==> src/common/dac_array_pkg.sv <==
// DAC array package with code widths, resolution select and capacitor array types
package dac_array_pkg;

    // ========================================
    // Array geometry
    // ========================================

    localparam int DAC_WIDTH = 16;                  // Full capacitor array width

    // Input codes, output levels and switch vectors
    typedef logic [DAC_WIDTH-1:0] dac_code_t;

    // Resolution selector, 11 decodes as 16 bits
    typedef logic [1:0] res_sel_t;

    localparam res_sel_t RES_12 = 2'b00;            // 12-bit array
    localparam res_sel_t RES_14 = 2'b01;            // 14-bit array

    // Midscale level, top bit only
    localparam dac_code_t MIDSCALE = dac_code_t'(1) << (DAC_WIDTH - 1);

    // ========================================
    // Resolution decode
    // ========================================

    // Number of active array positions for a selector value
    function automatic int res_bits(res_sel_t res);
        case (res)
            RES_12:  return 12;
            RES_14:  return 14;
            default: return DAC_WIDTH;              // 10 and 11 both full width
        endcase
    endfunction

endpackage

==> src/common/dac_ctrl_pkg.sv <==
// DAC control package with handshake states, settle counts and calibration fields
package dac_ctrl_pkg;

    // ========================================
    // Calibration
    // ========================================

    typedef logic [7:0] cal_code_t;                 // Gain nibble high, offset nibble low

    localparam int CAL_FIELD_W  = 4;                // Nibble per trim field
    localparam int CAL_OFS_LSB  = 0;                // Offset field position
    localparam int CAL_GAIN_LSB = 4;                // Gain field position

    localparam logic [CAL_FIELD_W-1:0] CAL_CENTER = 4'd8;   // Zero trim
    localparam int GAIN_SHIFT = 10;                 // One gain step = level / 1024

    // ========================================
    // Handshake and settling
    // ========================================

    typedef logic [3:0] settle_cnt_t;

    // Four-phase handshake FSM
    typedef enum logic [1:0] {
        HS_IDLE,
        HS_SETTLE,
        HS_ACK,
        HS_RELEASE
    } hs_state_t;

    // Default settle cycles, larger array settles slower
    localparam int SETTLE_12_DEF = 4;
    localparam int SETTLE_14_DEF = 6;
    localparam int SETTLE_16_DEF = 8;

endpackage

==> src/dac_settle_timer.sv <==
// DAC settle timer running the four-phase handshake and resolution-dependent settling
`timescale 1ns/1ps

module dac_settle_timer #(
    parameter int SETTLE_12 = dac_ctrl_pkg::SETTLE_12_DEF,
    parameter int SETTLE_14 = dac_ctrl_pkg::SETTLE_14_DEF,
    parameter int SETTLE_16 = dac_ctrl_pkg::SETTLE_16_DEF
) (
    input  logic                     clk_i,
    input  logic                     reset_n_i,
    input  logic                     enable_i,
    input  logic                     req_i,
    input  dac_array_pkg::res_sel_t  resolution_i,
    output logic                     load_o,      // Capture pulse to the switch array
    output logic                     ack_o,
    output logic                     ready_o,
    output logic                     busy_o       // High while settling
);

    // Settle counts stand in for the RC time of the larger array
    localparam dac_ctrl_pkg::settle_cnt_t CNT_12 = dac_ctrl_pkg::settle_cnt_t'(SETTLE_12);
    localparam dac_ctrl_pkg::settle_cnt_t CNT_14 = dac_ctrl_pkg::settle_cnt_t'(SETTLE_14);
    localparam dac_ctrl_pkg::settle_cnt_t CNT_16 = dac_ctrl_pkg::settle_cnt_t'(SETTLE_16);

    dac_ctrl_pkg::hs_state_t    state_q;
    dac_ctrl_pkg::settle_cnt_t  cnt_q;      // Remaining settle cycles
    dac_ctrl_pkg::settle_cnt_t  cnt_init;   // Count for the current resolution
    logic                       accept;     // Request taken this edge

    always_comb begin
        case (resolution_i)
            dac_array_pkg::RES_12: cnt_init = CNT_12;
            dac_array_pkg::RES_14: cnt_init = CNT_14;
            default:               cnt_init = CNT_16;
        endcase
    end

    assign accept = req_i && !ack_o && enable_i && (state_q == dac_ctrl_pkg::HS_IDLE);

    // ========================================
    // Handshake FSM
    // ========================================

    always_ff @(posedge clk_i or negedge reset_n_i) begin
        if (!reset_n_i) begin
            state_q <= dac_ctrl_pkg::HS_IDLE;
            cnt_q   <= '0;
            load_o  <= 1'b0;
        end else begin
            load_o <= accept;                       // One cycle, req is gone from idle next
            case (state_q)
                dac_ctrl_pkg::HS_IDLE: begin
                    if (accept) begin
                        state_q <= dac_ctrl_pkg::HS_SETTLE;
                        cnt_q   <= cnt_init;
                    end
                end
                dac_ctrl_pkg::HS_SETTLE: begin
                    // Ack lands S+1 edges after acceptance
                    if (cnt_q == '0) begin
                        state_q <= dac_ctrl_pkg::HS_ACK;
                    end else begin
                        cnt_q <= cnt_q - 1'b1;
                    end
                end
                dac_ctrl_pkg::HS_ACK: begin
                    if (!req_i) begin
                        state_q <= dac_ctrl_pkg::HS_RELEASE;  // Slow release just waits here
                    end
                end
                dac_ctrl_pkg::HS_RELEASE: state_q <= dac_ctrl_pkg::HS_IDLE;
                default:                  state_q <= dac_ctrl_pkg::HS_IDLE;
            endcase
        end
    end

    // Status decoded straight from state
    assign ack_o   = (state_q == dac_ctrl_pkg::HS_ACK);
    assign busy_o  = (state_q == dac_ctrl_pkg::HS_SETTLE);
    assign ready_o = (state_q == dac_ctrl_pkg::HS_IDLE) && enable_i;

endmodule

==> config.mk <==
export PLATFORM = sky130hd
export DESIGN_NAME = dac_settle_timer
export DESIGN_NICKNAME = d
export VERILOG_FILES = /design/src/common/dac_array_pkg.sv /design/src/common/dac_ctrl_pkg.sv /design/src/dac_settle_timer.sv
export SDC_FILE = /design/constraint.sdc
export NUM_CORES = 1
export LEC_CHECK = 0
export BUFFER_PORTS_ARGS = -buffer_cell sky130_fd_sc_hd__buf_2
export CORE_UTILIZATION = 30
export CTS_BUF_LIST = sky130_fd_sc_hd__clkbuf_8 sky130_fd_sc_hd__clkbuf_16
export CTS_CLUSTER_DIAMETER = 30
export DETAILED_ROUTE_END_ITERATION = 10
export SYNTH_ARGS = -nofsm -noshare
export SYNTH_HDL_FRONTEND = slang
export SYNTH_SLANG_ARGS = --single-unit
export TNS_END_PERCENT = 100
==> constraint.sdc <==
create_clock -name clk_i -period 2.18 [get_ports clk_i]
set_clock_uncertainty 0.05 [all_clocks]
set_input_delay 0.218 -clock clk_i [delete_from_list [all_inputs] [get_ports clk_i]]
set_output_delay 0.218 -clock clk_i [all_outputs]
set_load 0.01 [all_outputs]
# Yosys cells after proc, flatten, opt, wreduce, memory -nomap -nowiden
# Cells that the tools add are included.
# Widths: inputs -> output; s select.
[totals] regBits=7 inputBits=6 output_inout_bits=4
[classes] n_addsub=1 n_eq_ne=8 mux=8 reduce_logical=11
[op_table] op="$pmux 4 s2" n=2
[op_table] op="$mux 4" n=2
[op_table] op="$pmux 2 s4" n=1
[op_table] op="$mux 2" n=3
[op_table] op="$ne 2x2->1 const B" n=3
[op_table] op="$reduce_and 3->1" n=2
[op_table] op="$eq 2x1->1 const B" n=2
[op_table] op="$eq 2x2->1 const B" n=2
[op_table] op="$logic_and 1x1->1" n=4
[op_table] op="$logic_not 2->1" n=2
[op_table] op="$logic_not 4->1" n=1
[op_table] op="$sub 4x1->4 const B" n=1
[op_table] op="$ne 2x1->1 const B" n=1
[op_table] op="$reduce_bool 2->1" n=1
[op_table] op="$logic_not 1->1" n=1

# Longest topological paths before layout
[depth] ltp_word=7 depth_mapped=7

# Worst setup path after synthesis
# OpenSTA, ideal clock, no wires.
[synth_path] kind="register to register" startpoint="reg state_q[0]" endpoint="reg cnt_q[3]" setup_time_ns=0.137 arrival_ns=1.512 required_ns=1.993 setup_slack_ns=0.481 path_stages_with_launch=7 cell_sequence="dfrtp_1 -> inv_1 -> ha_1 -> nand3b_4 -> a221oi_4 -> mux2i_1 -> nand3_1"
[synth_between] elab_chain_len=7 elab_cells_between_ends=12 cone_classes="eq/ne (4); mux (1); reduce/logical (7)"
[synth_lines] item="from (decl)" line="dac_settle_timer.sv:25" rtl="dac_ctrl_pkg::hs_state_t state_q;"
[synth_lines] item="from (signal assigned)" line="dac_settle_timer.sv:46" rtl="state_q <= dac_ctrl_pkg::HS_IDLE;"
[synth_lines] item="from (signal assigned)" line="dac_settle_timer.sv:54" rtl="state_q <= dac_ctrl_pkg::HS_SETTLE;"
[synth_lines] item="from (signal assigned)" line="dac_settle_timer.sv:61" rtl="state_q <= dac_ctrl_pkg::HS_ACK;"
[synth_lines] item="$eq 2x2->1" line="dac_settle_timer.sv:78" rtl="assign ack_o = (state_q == dac_ctrl_pkg::HS_ACK);"
[synth_lines] item="net ack_o" line="dac_settle_timer.sv:15" rtl="output logic ack_o,"
[synth_lines] item="$logic_not 1->1" line="dac_settle_timer.sv:38" rtl="assign accept = req_i && !ack_o && enable_i && (state_q == dac_ctrl_pkg::HS_IDLE);"
[synth_lines] item="$logic_and 1x1->1 (3 in series)" line="dac_settle_timer.sv:38"
[synth_lines] item="$ne 2x2->1 (no line)"
[synth_lines] item="$reduce_and 3->1 (no line)"
[synth_lines] item="to (signal assigned)" line="dac_settle_timer.sv:55" rtl="cnt_q <= cnt_init;"
[synth_lines] item="to (signal assigned)" line="dac_settle_timer.sv:63" rtl="cnt_q <= cnt_q - 1'b1;"
[synth_lines] item="to (decl)" line="dac_settle_timer.sv:26" rtl="dac_ctrl_pkg::settle_cnt_t cnt_q;"
# The timed path passes the listed nets, and every way through them passes these cells.
# A chain may end at the register's enable or synchronous reset.

# Worst setup path in the final report
[layout_path] startpoint="reg state_q[0]" endpoint="reg cnt_q[2]"
[layout_between] elab_chain_len=7 elab_cells_between_ends=12 cone_classes="eq/ne (4); mux (1); reduce/logical (7)"
[layout_lines] item="$eq 2x2->1" line="dac_settle_timer.sv:78"
[layout_lines] item="$logic_not 1->1" line="dac_settle_timer.sv:38"
[layout_lines] item="$logic_and 1x1->1 (3 in series)" line="dac_settle_timer.sv:38"
[layout_lines] item="$ne 2x2->1 (no line)"
[layout_lines] item="$reduce_and 3->1 (no line)"
# Parallel ways exist; a longest one is shown, timed or not.

==> load_flow_metrics.sql <==
INSERT INTO impl_metrics (metric_group, metric, value, unit) VALUES
('status', 'status', 'finished clean', ''),
('drt', 'viasPerCell', '4.75', ''),
('finish', 'post_route_cells_drive_above_1_share', '26.2', '%'),
('finish', 'layout-area-overhead-vs-synth', '23.5', '%'),
('synthesis', 'synth_top_area_share', '35.8', '%'),
('synthesis', 'unique_cell_type_count_in_the_yosys_netlist', '26', ''),
('timing', 'post-route-period-util', '81.1', '%'),
('synthesis', 'synth_sequential_area_ratio', '35.8', '%'),
('critical_path', 'worst_setup_path_start_kind', 'flop', ''),
('pwr', 'p_comb_share', '54.6', '%'),
('clock_tree', 'clockRootBuffer', 'clkbuf_8', ''),
('synthesis', 'yosys_register_bits', '7', ''),
('drt', 'avgRoutedWirePerCell', '10.7', 'µm'),
('synthesis', 'synth.cells.most_frequent', 'dfrtp_1, inv_1, ha_1, o21ai_0, nor2_1', ''),
('die', 'die_width', '42.4', 'µm'),
('critical_path', 'worst-endpoint-arrival', '1.82', 'ns'),
('pwr', 'cellPowerDensity', '1530', 'mW/mm²'),
('synthesis', 'post_synth_mux_area_share', '4.35', '%'),
('drt', 'detailedRoute.firstIterationViolations', '2', ''),
('timing', 'maxSlewHeadroom', '77.7', '%'),
('synthesis', 'synth_enable_flop_cells', '0', ''),
('global_route', 'first_global_vias', '379', ''),
('synthesis', 'ys_top_cells_by_area', 'dfrtp_1, ha_1, a221oi_4', ''),
('pwr', 'sw_frac_of_total', '40.1', '%'),
('clock_tree', 'post-cts-setup-buffers', '0', ''),
('finish', 'antennaDiodeCount', '0', ''),
('critical_path', 'worstPathCellList', 'inv_1, ha_1, nand3b_4, a221oi_4, nand3b_1, o211a_1', ''),
('clock_tree', 'clock_insertion_delay_at_the_later_pin_of_the_skew_report', '0.22', 'ns'),
('synthesis', 'synth_compound_gate_area_share', '23.0', '%'),
('die', 'core-area', '0.00151', 'mm²'),
('synthesis', 'synthesis.nets', '58', ''),
('pwr', 'netSwitchingPower', '0.370', 'mW'),
('synthesis', 'yosys_warnings', '0', ''),
('critical_path', 'critical_path_class', 'reg2reg', ''),
('finish', 'finalNonFillerCells', '77', ''),
('drt', 'drtPass1Iterations', '4', ''),
('pwr', 'clock_power_share', '18.1', '%'),
('die', 'io_pins', '10', ''),
('synthesis', 'cell_with_the_most_instances_after_synthesis', 'dfrtp_1', ''),
('synthesis', 'synth.cell_area', '489', 'µm²'),
('die', 'floorplan.die_area', '0.00180', 'mm²'),
('synthesis', 'largest_family_of_logic_cells_by_synthesized_area', 'compound AO/OA/AOI/OAI gates', ''),
('drt', 'remaining_drc_errors', '0', ''),
('timing', 'total_negative_slack_for_setup_checks', '0', 'ns'),
('placed_design', 'globalplace.congestion', '0.694', ''),
('critical_path', 'cp-end-kind', 'flop', ''),
('clock_tree', 'post_cts.resized_instances', '0', ''),
('pwr', 'part_of_the_power_in_registers', '27.3', '%'),
('placed_design', 'dp.final_hpwl', '695', 'µm'),
('clock_tree', 'cts_tree', 'yes', ''),
('critical_path', 'setup.reg_to_reg.worst_slack', '0.41', 'ns'),
('clock_tree', 'cts_num_sinks', '7', ''),
('die', 'floorplan.die.height', '42.4', 'µm'),
('die', 'initial_core_util', '32.5', '%'),
('pwr', 'internal_power', '0.553', 'mW'),
('synthesis', 'async_flop_share', '100', '%'),
('clock_tree', 'cts_hold_buffers', '1', ''),
('clock_tree', 'clkSlewWorstSetupHoldPaths', '0.04', 'ns'),
('clock_tree', 'cts_buffer_depth', '2', ''),
('pwr', 'power.total', '0.923', 'mW'),
('global_route', 'grt_first_pass_wirelength', '1.59', 'mm'),
('synthesis', 'synthesis.instances', '48', ''),
('clock_tree', 'cts_made_buffers', '3', ''),
('finish', 'number_of_fill_cells', '159', ''),
('worst_hold_path', 'hold_class', 'in2reg', ''),
('timing', 'actual_slew_at_the_worst_max_slew_pin', '0.335', 'ns'),
('timing', 'finalHoldViolations', '0', ''),
('pwr', 'static-leakage-power', '0.292', 'nW'),
('placed_design', 'placed_cells_incl_taps', '72', ''),
('drt', 'total_detailed_routing_wirelength', '827', 'µm'),
('synthesis', 'synth_area_leader_cell', 'dfrtp_1', '');
flip-flops by register name, indices dropped and copies added, names as in the netlist:
register,flops
load_o,1
state_q,2
cnt_q,4
placed cells by master, fill, tap and decap left out, types with 2 or more instances in the layout:
master / n
buf_2: 9
inv_1: 6
ha_1: 4
nand3_1: 2
o21ai_0: 4
nor2_1: 3
and2_1: 2
nand2_1: 2
a21oi_1: 2
clkbuf_8: 3
dfrtp_1: 7
critical path: cells and delay by family (launching register included):
kind,cells,cell delay (ns)
buf+inv,1,0.08
simple gates,2,0.37
flops,1,0.36
compound gates,2,0.55
fa+ha+maj,1,0.24
worst paths after layout:
kind / startpoint / to / depth (start not counted)
max reg2reg: state_q[0] / cnt_q[2] / 6
min: resolution_i[1] / cnt_q[3] / 3
min reg2reg: state_q[1] / state_q[1] / 1
max in group asynchronous: reset_n_i / state_q[0] / 2
min in group asynchronous: reset_n_i / cnt_q[3] / 2
max: state_q[0] / cnt_q[2] / 6
logic make-up after synthesis:
logic type      Yosys count
simple gates             16
buf+inv                   6
mux                       2
fa+ha+maj                 4
flops                     7
compound gates           13
area by class of cell:
type,count,area [µm²],area share (%)
multi-input cells,35,290,48.0
flip-flops and latches,7,175,29.0
repair buffers,10,55.1,9.11
clock buffers,3,41.3,6.83
well taps,16,20.0,3.31
inverters,5,18.8,3.11
clock inverters,1,3.75,0.621
metrics by stage:
| stage | util [%] | setup slack [ns] | hold WS, ns | instance area, µm² |
|---|---|---|---|---|
| after global routing | 40.1 | 0.257 | 0.287 | 604 |
| after floorplan | - | 0.481 | -0.128 | 489 |
| final | 40.1 | 0.412 | 0.273 | 604 |
| after detailed placement | 36.5 | 0.393 | 0.00412 | 549 |
| after global placement | 36.5 | 0.425 | 0.00133 | 549 |
| after CTS | 40.1 | 0.393 | 0.268 | 604 |
layer usage:
layer	vias to the layer above	track usage, %	share of wire [%]
met4	0	7.50	0.73
met3	2	1.29	3.6
met2	9	16.6	45
met1	157	17.2	50
met5	-	0	0
li1	198	-	-
power groups by stage:
stage               combinational (mW)  clock, mW  sequential [mW]
finish                           0.504      0.167            0.252
global route                     0.586      0.184            0.263
global placement                 0.505          0            0.250
floorplan                        0.413          0            0.241
detailed placement               0.514          0            0.253
CTS                              0.516      0.174            0.252
Power figures use the tool's default switching activity.
