[src/common/dac_array_pkg.sv]
// DAC array package with code widths, resolution select and capacitor array types
package dac_array_pkg;

    // ========================================
    // Array geometry
    // ========================================

    localparam int DAC_WIDTH = 16;                  // Full capacitor array width

    // Input codes, output levels and switch vectors
    typedef logic [DAC_WIDTH-1:0] dac_code_t;

    // Resolution selector, 11 decodes as 16 bits
    typedef logic [1:0] res_sel_t;

    localparam res_sel_t RES_12 = 2'b00;            // 12-bit array
    localparam res_sel_t RES_14 = 2'b01;            // 14-bit array

    // Midscale level, top bit only
    localparam dac_code_t MIDSCALE = dac_code_t'(1) << (DAC_WIDTH - 1);

    // ========================================
    // Resolution decode
    // ========================================

    // Number of active array positions for a selector value
    function automatic int res_bits(res_sel_t res);
        case (res)
            RES_12:  return 12;
            RES_14:  return 14;
            default: return DAC_WIDTH;              // 10 and 11 both full width
        endcase
    endfunction

endpackage

[src/common/dac_ctrl_pkg.sv]
// DAC control package with handshake states, settle counts and calibration fields
package dac_ctrl_pkg;

    // ========================================
    // Calibration
    // ========================================

    typedef logic [7:0] cal_code_t;                 // Gain nibble high, offset nibble low

    localparam int CAL_FIELD_W  = 4;                // Nibble per trim field
    localparam int CAL_OFS_LSB  = 0;                // Offset field position
    localparam int CAL_GAIN_LSB = 4;                // Gain field position

    localparam logic [CAL_FIELD_W-1:0] CAL_CENTER = 4'd8;   // Zero trim
    localparam int GAIN_SHIFT = 10;                 // One gain step = level / 1024

    // ========================================
    // Handshake and settling
    // ========================================

    typedef logic [3:0] settle_cnt_t;

    // Four-phase handshake FSM
    typedef enum logic [1:0] {
        HS_IDLE,
        HS_SETTLE,
        HS_ACK,
        HS_RELEASE
    } hs_state_t;

    // Default settle cycles, larger array settles slower
    localparam int SETTLE_12_DEF = 4;
    localparam int SETTLE_14_DEF = 6;
    localparam int SETTLE_16_DEF = 8;

endpackage

[src/dac_core/dac_cal_trim.sv]
// DAC calibration trim applying offset and gain from the cal register with saturation
`timescale 1ns/1ps

module dac_cal_trim (
    input  logic                      clk_i,
    input  logic                      reset_n_i,
    input  logic                      cal_valid_i,   // Load strobe for the cal code
    input  logic                      cal_enable_i,  // Apply trim
    input  dac_ctrl_pkg::cal_code_t   cal_code_i,
    input  dac_array_pkg::dac_code_t  dac_level_i,
    output dac_array_pkg::dac_code_t  dac_out_p_o,
    output dac_array_pkg::dac_code_t  dac_out_n_o    // Complement of p
);

    dac_ctrl_pkg::cal_code_t  cal_q;      // Held calibration code
    logic signed [23:0]       level_s;    // Level, sign extended
    logic signed [23:0]       gain_d;     // Gain nibble minus center
    logic signed [23:0]       ofs_d;      // Offset nibble minus center
    logic signed [23:0]       gain_prod;  // Level times gain step
    logic signed [23:0]       trim_acc;   // Trimmed level before clamp

    always_ff @(posedge clk_i or negedge reset_n_i) begin
        if (!reset_n_i) begin
            cal_q <= '0;
        end else if (cal_valid_i) begin
            cal_q <= cal_code_i;
        end
    end

    // ========================================
    // Trim arithmetic
    // ========================================

    always_comb begin
        level_s = $signed({8'd0, dac_level_i});
        gain_d  = $signed({20'd0, cal_q[dac_ctrl_pkg::CAL_GAIN_LSB +: dac_ctrl_pkg::CAL_FIELD_W]})
                - $signed({20'd0, dac_ctrl_pkg::CAL_CENTER});
        ofs_d   = $signed({20'd0, cal_q[dac_ctrl_pkg::CAL_OFS_LSB +: dac_ctrl_pkg::CAL_FIELD_W]})
                - $signed({20'd0, dac_ctrl_pkg::CAL_CENTER});

        gain_prod = level_s * gain_d;                                    // At most 2^19 in size
        trim_acc  = level_s + (gain_prod >>> dac_ctrl_pkg::GAIN_SHIFT) + ofs_d;

        if (!cal_enable_i) begin
            dac_out_p_o = dac_level_i;                  // Bypass
        end else if (trim_acc[23]) begin
            dac_out_p_o = '0;                           // Clamp low
        end else if (trim_acc > 24'sd65535) begin
            dac_out_p_o = '1;                           // Clamp at full scale
        end else begin
            dac_out_p_o = trim_acc[15:0];
        end
    end

    // Full scale minus p on the negative side
    assign dac_out_n_o = ~dac_out_p_o;

endmodule

[config.mk]
export PLATFORM = sky130hd
export DESIGN_NAME = dac_cal_trim
export DESIGN_NICKNAME = d
export VERILOG_FILES = /design/src/common/dac_array_pkg.sv /design/src/common/dac_ctrl_pkg.sv /design/src/dac_core/dac_cal_trim.sv
export SDC_FILE = /design/constraint.sdc
export NUM_CORES = 1
export LEC_CHECK = 0
export ABC_AREA = 1
export BUFFER_PORTS_ARGS = -buffer_cell sky130_fd_sc_hd__buf_2
export CAP_MARGIN = 20
export CELL_PAD_IN_SITES_DETAIL_PLACEMENT = 1
export CELL_PAD_IN_SITES_GLOBAL_PLACEMENT = 1
export CORE_MARGIN = 10
export CORE_UTILIZATION = 43
export CTS_CLUSTER_DIAMETER = 120
export DETAILED_ROUTE_END_ITERATION = 10
export PLACE_DENSITY_LB_ADDON = 0.1
export SKIP_CTS_REPAIR_TIMING = 1
export SYNTH_ARGS = -nofsm -noshare
export SYNTH_HDL_FRONTEND = slang
export SYNTH_SLANG_ARGS = --single-unit
[constraint.sdc]
create_clock -name clk_i -period 7.15 [get_ports clk_i]
set_input_delay 0.3575 -clock clk_i [delete_from_list [all_inputs] [get_ports clk_i]]
set_output_delay 0.3575 -clock clk_i [all_outputs]
set_load 0.005 [all_outputs]
# Yosys cells after proc, flatten, opt, wreduce, memory -nomap -nowiden
# Index checks and enable logic that the tools add are counted.
word_totals:
  regBits: 8
  in_bits: 28
  output_inout_bits: 32
  elab_cells: 11
op_classes:
  add_sub_neg: 4
  n_mul: 1
  magnitude_cmp: 1
  n_mux: 3
  bitwise: 1
op_table:
  columns: ["operator", "count"]
  rows:
  - ["two-way mux 16 bit", 3]
  - ["multiplier 17 x 5 -> 22 bit", 1]
  - ["adder 18 x 5 -> 19 bit", 1]
  - ["greater-than comparator 19 x 17 -> 1 bit, second input constant", 1]
  - ["adder 17 x 12 -> 18 bit", 1]
  - ["NOT 16 bit", 1]
  - ["subtractor 4 x 4 -> 5 bit, second input constant", 2]

# Depth between registers and ports, before layout
# Gate-level depths: netlist (run 1).
depth:
  ltp_word: 9
  mapped_depth: 37

# Worst setup path after synthesis (run 1)
# No wires, ideal clock.
synth_path:
  path_type: "register to output"
  start: "register cal_q[7]"
  end: "output port dac_out_p_o[10]"
  arrival_time_ns: 6.051
  setup_slack_ns: 0.741
  path_stages_with_launch: 33
  cell_sequence: "dfrtp_1 > clkbuf_1 > buf_1 > nor2_1 > fa_1 > fa_1 > inv_1 > fa_1 > inv_1 > ha_1 > nand2_1 > nor2_1 > inv_1 > nor4_1 > o21ai_0 > nand3_1 > xor2_1 > inv_1 > fa_1 > inv_1 > ha_1 > nand2_1 > inv_2 > nand2_1 > nand2_1 > a21oi_1 > nand4_1 > nand2_4 > nand2_4 > buf_12 > nand3_2 > nand2_2 > inv_2"
synth_via:
  elab_chain_len: 8
synth_rtl:
  columns: ["element", "line_no", "rtl"]
  rows:
  - ["start, declared", "dac_cal_trim.sv:15", "dac_ctrl_pkg::cal_code_t cal_q;"]
  - ["start signal, assigned", "dac_cal_trim.sv:26", "cal_q <= cal_code_i;"]
  - ["subtractor 4 x 4 -> 5 bit *", "dac_cal_trim.sv:37", "- $signed({20'd0, dac_ctrl_pkg::CAL_CENTER});"]
  - ["multiplier 17 x 5 -> 22 bit *", "dac_cal_trim.sv:41", "gain_prod = level_s * gain_d;"]
  - ["adder 17 x 12 -> 18 bit *", "dac_cal_trim.sv:42", "trim_acc = level_s + (gain_prod >>> dac_ctrl_pkg::GAIN_SHIFT) + ofs_d;"]
  - ["adder 18 x 5 -> 19 bit *", "dac_cal_trim.sv:42", null]
  - ["greater-than comparator 19 x 17 -> 1 bit", "dac_cal_trim.sv:48", "end else if (trim_acc > 24'sd65535) begin"]
  - ["two-way mux 16 bit", "dac_cal_trim.sv:48", null]
  - ["two-way mux 16 bit *", "dac_cal_trim.sv:46", "end else if (trim_acc[23]) begin"]
  - ["two-way mux 16 bit *", "dac_cal_trim.sv:44", "if (!cal_enable_i) begin"]
  - ["end, declared", "dac_cal_trim.sv:11", "output dac_array_pkg::dac_code_t dac_out_p_o,"]
# Every way passes the cells marked *; elsewhere a longest branch is shown, timed or not.

# Worst setup path in the final report (run 1)
layout_path:
  start: "register cal_q[7]"
  end: "output port dac_out_p_o[4]"
# Same word-level chain as after synthesis.

==> run metrics, run 1 <==
xor-xnor portion of the synthesized cell area=0.0339; global-route usage over all layers=0.191; max frequency=0.144 GHz; Slowest cell on crit path=fa_1; global route total overflow=0; die width=130 um; DRT Wirelength=16.9 mm; Final period util=0.973; Max Cap Viol=0; CTS tree=done; endpoint type of the worst setup path=primary output; via count=5119; fillers=1567; PortBufs=59; Inserted Clock Buffers=3; Least-Margin Pin Slew=0.886 ns; Seq/Total Area, Yosys=0.0388; status=finished, final reports clean; HPWL Detailed=14.2 mm; final setup fails=0; DR vias/cell=5.05; DR WL met2=8.17 mm; routed len/inst=16.6 um; Period minus WS final=6.96 ns; largest net degree at the start of global routing=20; Final Wtd Congestion=0.884; initial antenna violation count=0; commonest non-fill, non-tap cell in the layout=nand2_1; area share of fa/ha/maj cells after synthesis=0.376; R2R Setup Slk=5.45 ns; hold crit path type=input pin to register; #FFs+latches synth=8; Area Overhead vs Synth=19.4%; most frequent cells in the layout=nand2_1 (212), inv_1 (210), fa_1 (59), buf_2 (59), ha_1 (48); layout cells sized above 1=0.220; WP data required=6.79 ns; Post-Synth Simple-Gate Area=0.302; Root Driver=clkbuf_16; max FFs per register=8; Mean Syn Cell Area=6.45 um2; CTS Sinks=8; compound-cell area share of the yosys netlist=0.0538; met3 WL=890 um; Final Slew Violations=0; Distinct cells, synth=37; Starting Density=0.446; Chip Height=130 um; top sig layer=met4; Final Skew=0 ns; Layout Nets=1020; Clock Path Buffers=2; Max FO, Critical Path=6; largest registers=cal_q (8); antenna cell count=0; H-tree lvl count=1; Post-Syn Area=5160 um2; critical path type=register to primary output; first-pass GRT wire length=26.4 mm; IO Count=60; Biggest register=cal_q; YS warnings=0; Post-Syn Nets=947; Final Cell Area=6160 um2; CORE AREA=11600 um2; slew margin rel.=0.410; FP Rows=39; Syn Inst Count=800; drt first pass iters=4; clock transition at the registers of the reported paths=0.04 ns; largest family of logic cells by synthesized area=adder cells; crit path DAT=6.60 ns; 1st-iter DRT viols=205; Post-Route M1 WL=7.47 mm; Critical Path Source Type=register; Final Hold Viols=0; Worst path max stage delay=0.57 ns; Worst-Skew Late Latency=0.23 ns; placed cell area=5610 um2; post-route ant nets=0; post-synthesis mux area share=0.0109; vias in the first global route=5442; DR DRC count=0; die area=16800 um2
[logic make-up (layout without fill, tap and decap cells)]
group                    after synthesis  in the layout
flip-flops                             8              8
AO/OA/AOI/OAI                         52             52
multiplexers                           5              5
XOR/XNOR                              20             20
adder cells (fa/ha/maj)              119            119
buffers and inverters                245            314
AND/OR/NAND/NOR                      351            353
[metrics by stage]
stage / instances / utilization / hold slack, ns / setup WS, ns / setup TNS, ns
floorplan: 800 / - / 0.0619 / 0.741 / 0
global placement: 996 / 0.485 / 0.223 / -0.194 / -4.82
detailed placement: 996 / 0.485 / 0.231 / -0.423 / -12.02
CTS: 999 / 0.492 / -0.0171 / -0.753 / -21.83
global route: 1014 / 0.533 / 0.360 / -0.0910 / -1.56
finish: 1014 / 0.533 / 0.348 / 0.193 / 0
[Yosys cell counts, drive strengths merged]
cell type / count / area [um2]
clkbuf: 7 / 26.3
a31oi: 1 / 6.26
a211oi: 2 / 15.0
buf: 7 / 60.1
ha: 59 / 738
nand4: 3 / 18.8
xnor2: 6 / 52.6
nand3b: 3 / 22.5
a21oi: 29 / 149
dfrtp: 8 / 200
o31ai: 1 / 7.51
nor3: 5 / 25.0
nand2: 237 / 952
nor4: 2 / 12.5
nor2: 57 / 244
and2: 3 / 18.8
inv: 230 / 863
o21ai: 17 / 85.1
mux2: 5 / 56.3
o21bai: 2 / 15.0
or2: 3 / 18.8
clkinv: 1 / 3.75
and3: 1 / 6.26
xor2: 14 / 123
fa: 60 / 1200
nand3: 37 / 240
[layout make-up]
type / count / area [um2] / share of cell area
timing repair buffer: 80 / 497 / 0.0806
clock buffer: 3 / 75.1 / 0.0122
inverter: 231 / 873 / 0.142
tap: 143 / 179 / 0.0290
multi-input combinational: 549 / 4330 / 0.703
sequential: 8 / 205 / 0.0333
[path summary, 6_finish.rpt]
path,start,to,cells past startpoint
setup reg to reg,cal_q[3]$_DFFE_PN0P_,cal_q[3]$_DFFE_PN0P_,2
setup / recovery,cal_q[7]$_DFFE_PN0P_,dac_out_p_o[4],34
hold reg to reg,cal_q[0]$_DFFE_PN0P_,cal_q[0]$_DFFE_PN0P_,1
hold / removal,cal_code_i[2],cal_q[2]$_DFFE_PN0P_,3
max in group asynchronous,reset_n_i,cal_q[6]$_DFFE_PN0P_,2
min in group asynchronous,reset_n_i,cal_q[6]$_DFFE_PN0P_,2
[critical path: cells and delay by family (launching register included)]
family                   cells  cell delay [ns]
XOR/XNOR                     1             0.27
adder cells (fa/ha/maj)      6             2.72
buffers and inverters       12             1.19
flip-flops                   1             0.46
AND/OR/NAND/NOR             15             1.72
[metal layers]
layer,vias up,GRT usage
met3,23,0.0228
met2,108,0.331
met1,2502,0.250
li1,2486,-
met5,-,0
met4,0,0.0403
Power of run 1 is not shown: default switching activity piles up to over one toggle a cycle in this logic, so the estimate is an artifact.
==> inputs of run 2 (changes only) <==
- BUFFER_PORTS_ARGS: -buffer_cell sky130_fd_sc_hd__buf_2 -> -buffer_cell sky130_fd_sc_hd__clkbuf_2
==> run 2 against run 1 <==
Net effect:
- first-iteration DRC count down 2.9%
- die area unchanged
- final cell count down 0.69%
- highest routed layer unchanged
- via count down 2.2%
- maximum frequency up 1.2%
- sequential cell count unchanged
- sequential share of layout area up 0.12 points
- largest cell class unchanged
==> run metrics, run 2 (same netlist as run 1, synthesis figures left out) <==
status=finished, final reports clean; CTS tree=done; Layout Nets=1013; dpl ws=-0.327 ns; Final Hold Viols=0; largest registers=cal_q (8); worst flop-to-flop path endpoint=cal_q[3]$_DFFE_PN0P_; DR vias/cell=4.97; Max VDD drop=0.000243 V; Final TNS setup=0 ns; final setup fails=0; H-tree lvl count=1; Biggest register=cal_q; CORE AREA=11600 um2; Critical Path End=dac_out_p_o[6]; Least-Margin Pin Slew=0.914 ns; clock transition at the registers of the reported paths=0.04 ns; vias in the first global route=5299; share of power burned in the clock network=0.031; 1st-iter DRT viols=199; HPWL Detailed=13.9 mm; Final Wtd Congestion=0.909; routed len/inst=16.1 um; setup ws final=0.278 ns; PortBufs=59; Final period util=0.961; max FFs per register=8; Pwr Density=530 nW/um2; post-route ant nets=0; R2R Setup Slk=5.50 ns; critical path type=register to primary output; Clock Path Buffers=2; drt first pass iters=4; Max FO, Critical Path=11; largest net degree at the start of global routing=20; Max Cap Viol=0; endpoint type of the worst setup path=primary output; Worst-Skew Late Latency=0.23 ns; Reg power frac=0.020; Min Hold Slack=0.334 ns; CTS Sinks=8; DRT Wirelength=16.2 mm; Sw Ratio=0.606; combinational share of power=0.949; Leak=3.65 nW; global route total overflow=0; WP data required=6.79 ns; initial antenna violation count=0; Root Driver=clkbuf_16; Critical Path Source Type=register; most frequent cells in the layout=nand2_1 (216), inv_1 (211), fa_1 (60); DR DRC count=0; Starting Density=0.446; Worst path max stage delay=0.55 ns; global-route usage over all layers=0.186; worst r2r src=cal_q[3]$_DFFE_PN0P_; die area=16800 um2; max frequency=0.146 GHz; commonest non-fill, non-tap cell in the layout=nand2_1; P_int=0.00124 W; layout cells sized above 1=0.192; FP Rows=39; crit path DAT=6.51 ns; die width=130 um; Period minus WS final=6.87 ns; post-layout util=0.514; Area Overhead vs Synth=15.3%; Reg2Reg Depth=2; Chip Height=130 um; Final Skew=0 ns; Inserted Clock Buffers=3; Final Cell Area=5950 um2; Final Slew Violations=0; slew margin rel.=0.390; hold crit path type=input pin to register; placed cell area=5610 um2; first-pass GRT wire length=25.8 mm; antenna cell count=0; crit path launch=cal_q[7]$_DFFE_PN0P_; IO Count=60; P_sw=0.00191 W; Slowest cell on crit path=fa_1; via count=5004
run 2: cell count changes in the layout (fill, tap and decap cells not counted), moves of 4 or more:
cell,delta
nor2_2,-6
clkbuf_2,+59
buf_2,-59
buf_4,-4
nand2_4,-4
nor2_1,+6
nand2_1,+4
run 2: how the worst min path moves through the flow:
stage | startpoint | endpoint | slack [ns] | cells past startpoint
4_1_cts | reset_n_i | cal_q[4]$_DFFE_PN0P_ | -0.02 | 1
3_3_place_gp | reset_n_i | cal_q[4]$_DFFE_PN0P_ | 0.22 | 1
6_report | cal_code_i[2] | cal_q[2]$_DFFE_PN0P_ | 0.33 | 3
5_1_grt | cal_code_i[6] | cal_q[6]$_DFFE_PN0P_ | 0.36 | 2
2_1_floorplan | reset_n_i | cal_q[0]$_DFFE_PN0P_ | 0.06 | 0
3_5_place_dp | reset_n_i | cal_q[4]$_DFFE_PN0P_ | 0.23 | 1
run 2: power by group through the flow:
stage               combinational, W  sequential [W]  clock (W)
floorplan                    0.00210       0.0000554          0
global placement             0.00278       0.0000628          0
detailed placement           0.00285       0.0000635          0
CTS                          0.00288       0.0000631  0.0000982
global route                 0.00341       0.0000637   0.000100
finish                       0.00299       0.0000623  0.0000975
run 2: metrics by stage:
step	instances	total power, W
after floorplan	800	0.00216
after global placement	996	0.00284
after detailed placement	996	0.00292
after CTS	999	0.00304
after global routing	1007	0.00357
final	1007	0.00315
run 2: critical path: cells and delay by family, from the launching register on:
| kind | cells | cell delay (ns) |
|---|---|---|
| fa+ha+maj | 6 | 2.74 |
| simple gates | 16 | 1.86 |
| buf+inv | 10 | 0.95 |
| flops | 1 | 0.44 |
| xor+xnor | 1 | 0.28 |
run 2: routing by layer:
layer	part of all wire	routed length, um	vias to the layer above	track usage
li1	-	-	2464	-
met1	0.46	7400	2422	0.247
met2	0.49	7950	103	0.329
met3	0.043	696	15	0.0175
met4	0.0099	161	0	0.0258
met5	0	0	-	0
run 2: final cells by class:
cell class	instances	area, um2
Tap cell	143	179
Timing Repair Buffer	75	450
Sequential cell	8	205
Inverter	231	871
Fill cell	1586	5620
Clock buffer	3	75.1
Multi-Input combinational cell	547	4170
No activity file was read; power rests on OpenSTA's default activity.
==> inputs of run 3 (changes only) <==
- HOLD_SLACK_MARGIN: not set -> 0.02
- clock period: 7.15 -> 6.67 ns (I/O delays scaled with it)
==> run 3 against run 2 <==
Net effect:
- the flow now finishes with violations (setup timing)
- die area unchanged
- sequential cell count stayed put
- sequential share of layout area down 0.45 points
- non-clock buffer count up 27
- register-to-register slack worse by 0.46 ns
- critical path type unchanged
==> run metrics, run 3 (same netlist as run 1, synthesis figures left out) <==
IO Count=60; most frequent cells in the layout=inv_1 (199), nand2_1 (180), fa_1 (57); 1st-iter DRT viols=252; Least-Margin Pin Slew=0.879 ns; Max FO, Critical Path=11; Inserted Clock Buffers=3; Final Wtd Congestion=0.917; fillers=1532; CTS Sinks=8; largest net degree at the start of global routing=28; CORE AREA=11600 um2; Final TNS setup=-6.55 ns; HPWL Detailed=13.8 mm; slew margin rel.=0.414; failing checks=setup timing; Worst path max stage delay=0.55 ns; die area=16800 um2; initial antenna violation count=0; Hold Path Origin=cal_code_i[2]; placed cell area=5690 um2; die width=130 um; Final Cell Area=6840 um2; routed len/inst=18.3 um; DR DRC count=0; Reg2Reg Depth=2; hold crit path type=input pin to register; Period minus WS final=6.95 ns; Final Slew Violations=0; max frequency=0.144 GHz; vias in the first global route=5305; Critical Path Source Type=register; endpoint type of the worst setup path=primary output; Min Hold Slack=0.324 ns; PortBufs=59; critical path type=register to primary output; worst flop-to-flop path endpoint=cal_q[3]$_DFFE_PN0P_; global route total overflow=0; first-pass GRT wire length=25.8 mm; setup ws final=-0.278 ns; Final Hold Viols=0; WP data required=6.34 ns; via count=5348; Starting Density=0.446; clock transition at the registers of the reported paths=0.04 ns; Layout Nets=1041; Worst-Skew Late Latency=0.23 ns; worst r2r src=cal_q[3]$_DFFE_PN0P_; antenna cell count=0; Slowest cell on crit path=fa_1; area of the multi-input gates=4720 um2; global-route usage over all layers=0.186; DRT Wirelength=19.0 mm; layout cells sized above 1=0.333; crit path DAT=6.61 ns; Hold Path End=cal_q[2]$_DFFE_PN0P_; status=finished with violations; RSZ-0062 raised after global routing=yes; Max Cap Viol=0; Chip Height=130 um; final setup fails=32; largest registers=cal_q (8); CTS tree=done; Area Overhead vs Synth=32.6%; FP Rows=39; Clock Path Buffers=2; drt first pass iters=4; Root Driver=clkbuf_16; register area=205 um2; DR vias/cell=5.17; max FFs per register=8; worst hold path depth=3; R2R Setup Slk=5.04 ns; H-tree lvl count=1; post-route ant nets=0; Final Skew=0 ns; commonest non-fill, non-tap cell in the layout=inv_1; Biggest register=cal_q; Final period util=1.04
## run 3: cell count changes in the layout (fill, tap and decap cells not counted), moves of 9 or more
cell | previous run | this run
nor2_4 | 4 | 13
nor2_1 | 49 | 34
nand2_1 | 216 | 180
inv_2 | 19 | 31
ha_4 | 6 | 20
buf_6 | 2 | 12
nand3_2 | 11 | 20
ha_1 | 48 | 37
inv_1 | 211 | 199
clkbuf_2 | 59 | 49
nand2_2 | 19 | 50
nand3_1 | 26 | 17
buf_4 | 11 | 31
## run 3: cell type report
class | count | share of cell area
clock buffer | 3 | 0.0110
timing repair buffer | 102 | 0.116
sequential | 8 | 0.0300
tap | 143 | 0.0261
multi-input combinational | 548 | 0.690
inverter | 231 | 0.127
## run 3: worst max-delay path: cells and delay by family (launching register included)
kind            cells  cell delay, ns
fa+ha+maj           6            2.69
buf+inv            10            0.98
compound gates      3            0.55
xor+xnor            1            0.19
simple gates       12            1.42
flops               1            0.51
## run 3: how the worst max path moves through the flow
stage | startpoint | end | slack [ns] | cells past startpoint
after global routing | cal_q[7]$_DFFE_PN0P_ | dac_out_p_o[3] | -0.50 | 32
after floorplan | cal_q[7]$_DFFE_PN0P_ | dac_out_p_o[10] | 0.29 | 32
final | cal_q[6]$_DFFE_PN0P_ | dac_out_p_o[2] | -0.28 | 32
after detailed placement | cal_q[7]$_DFFE_PN0P_ | dac_out_p_o[2] | -0.24 | 33
after CTS | cal_q[7]$_DFFE_PN0P_ | dac_out_p_o[2] | -0.50 | 33
after global placement | dac_level_i[6] | dac_out_p_o[1] | 0.002 | 34
## run 3: metal layers
layer,vias to the layer above,GRT usage,share of wire
met5,-,0,0
met2,135,0.329,0.51
met4,0,0.0251,0.015
li1,2522,-,-
met3,30,0.0204,0.043
met1,2661,0.244,0.43
## run 3: per-stage QoR
stage,utilization,instances,setup slack [ns]
final,0.592,1035,-0.278
after global routing,0.592,1035,-0.499
after CTS,0.499,1007,-0.499
after detailed placement,0.492,1004,-0.236
after global placement,0.492,1004,0.00177
after floorplan,-,800,0.285
Power of run 3 is left out for the same reason.
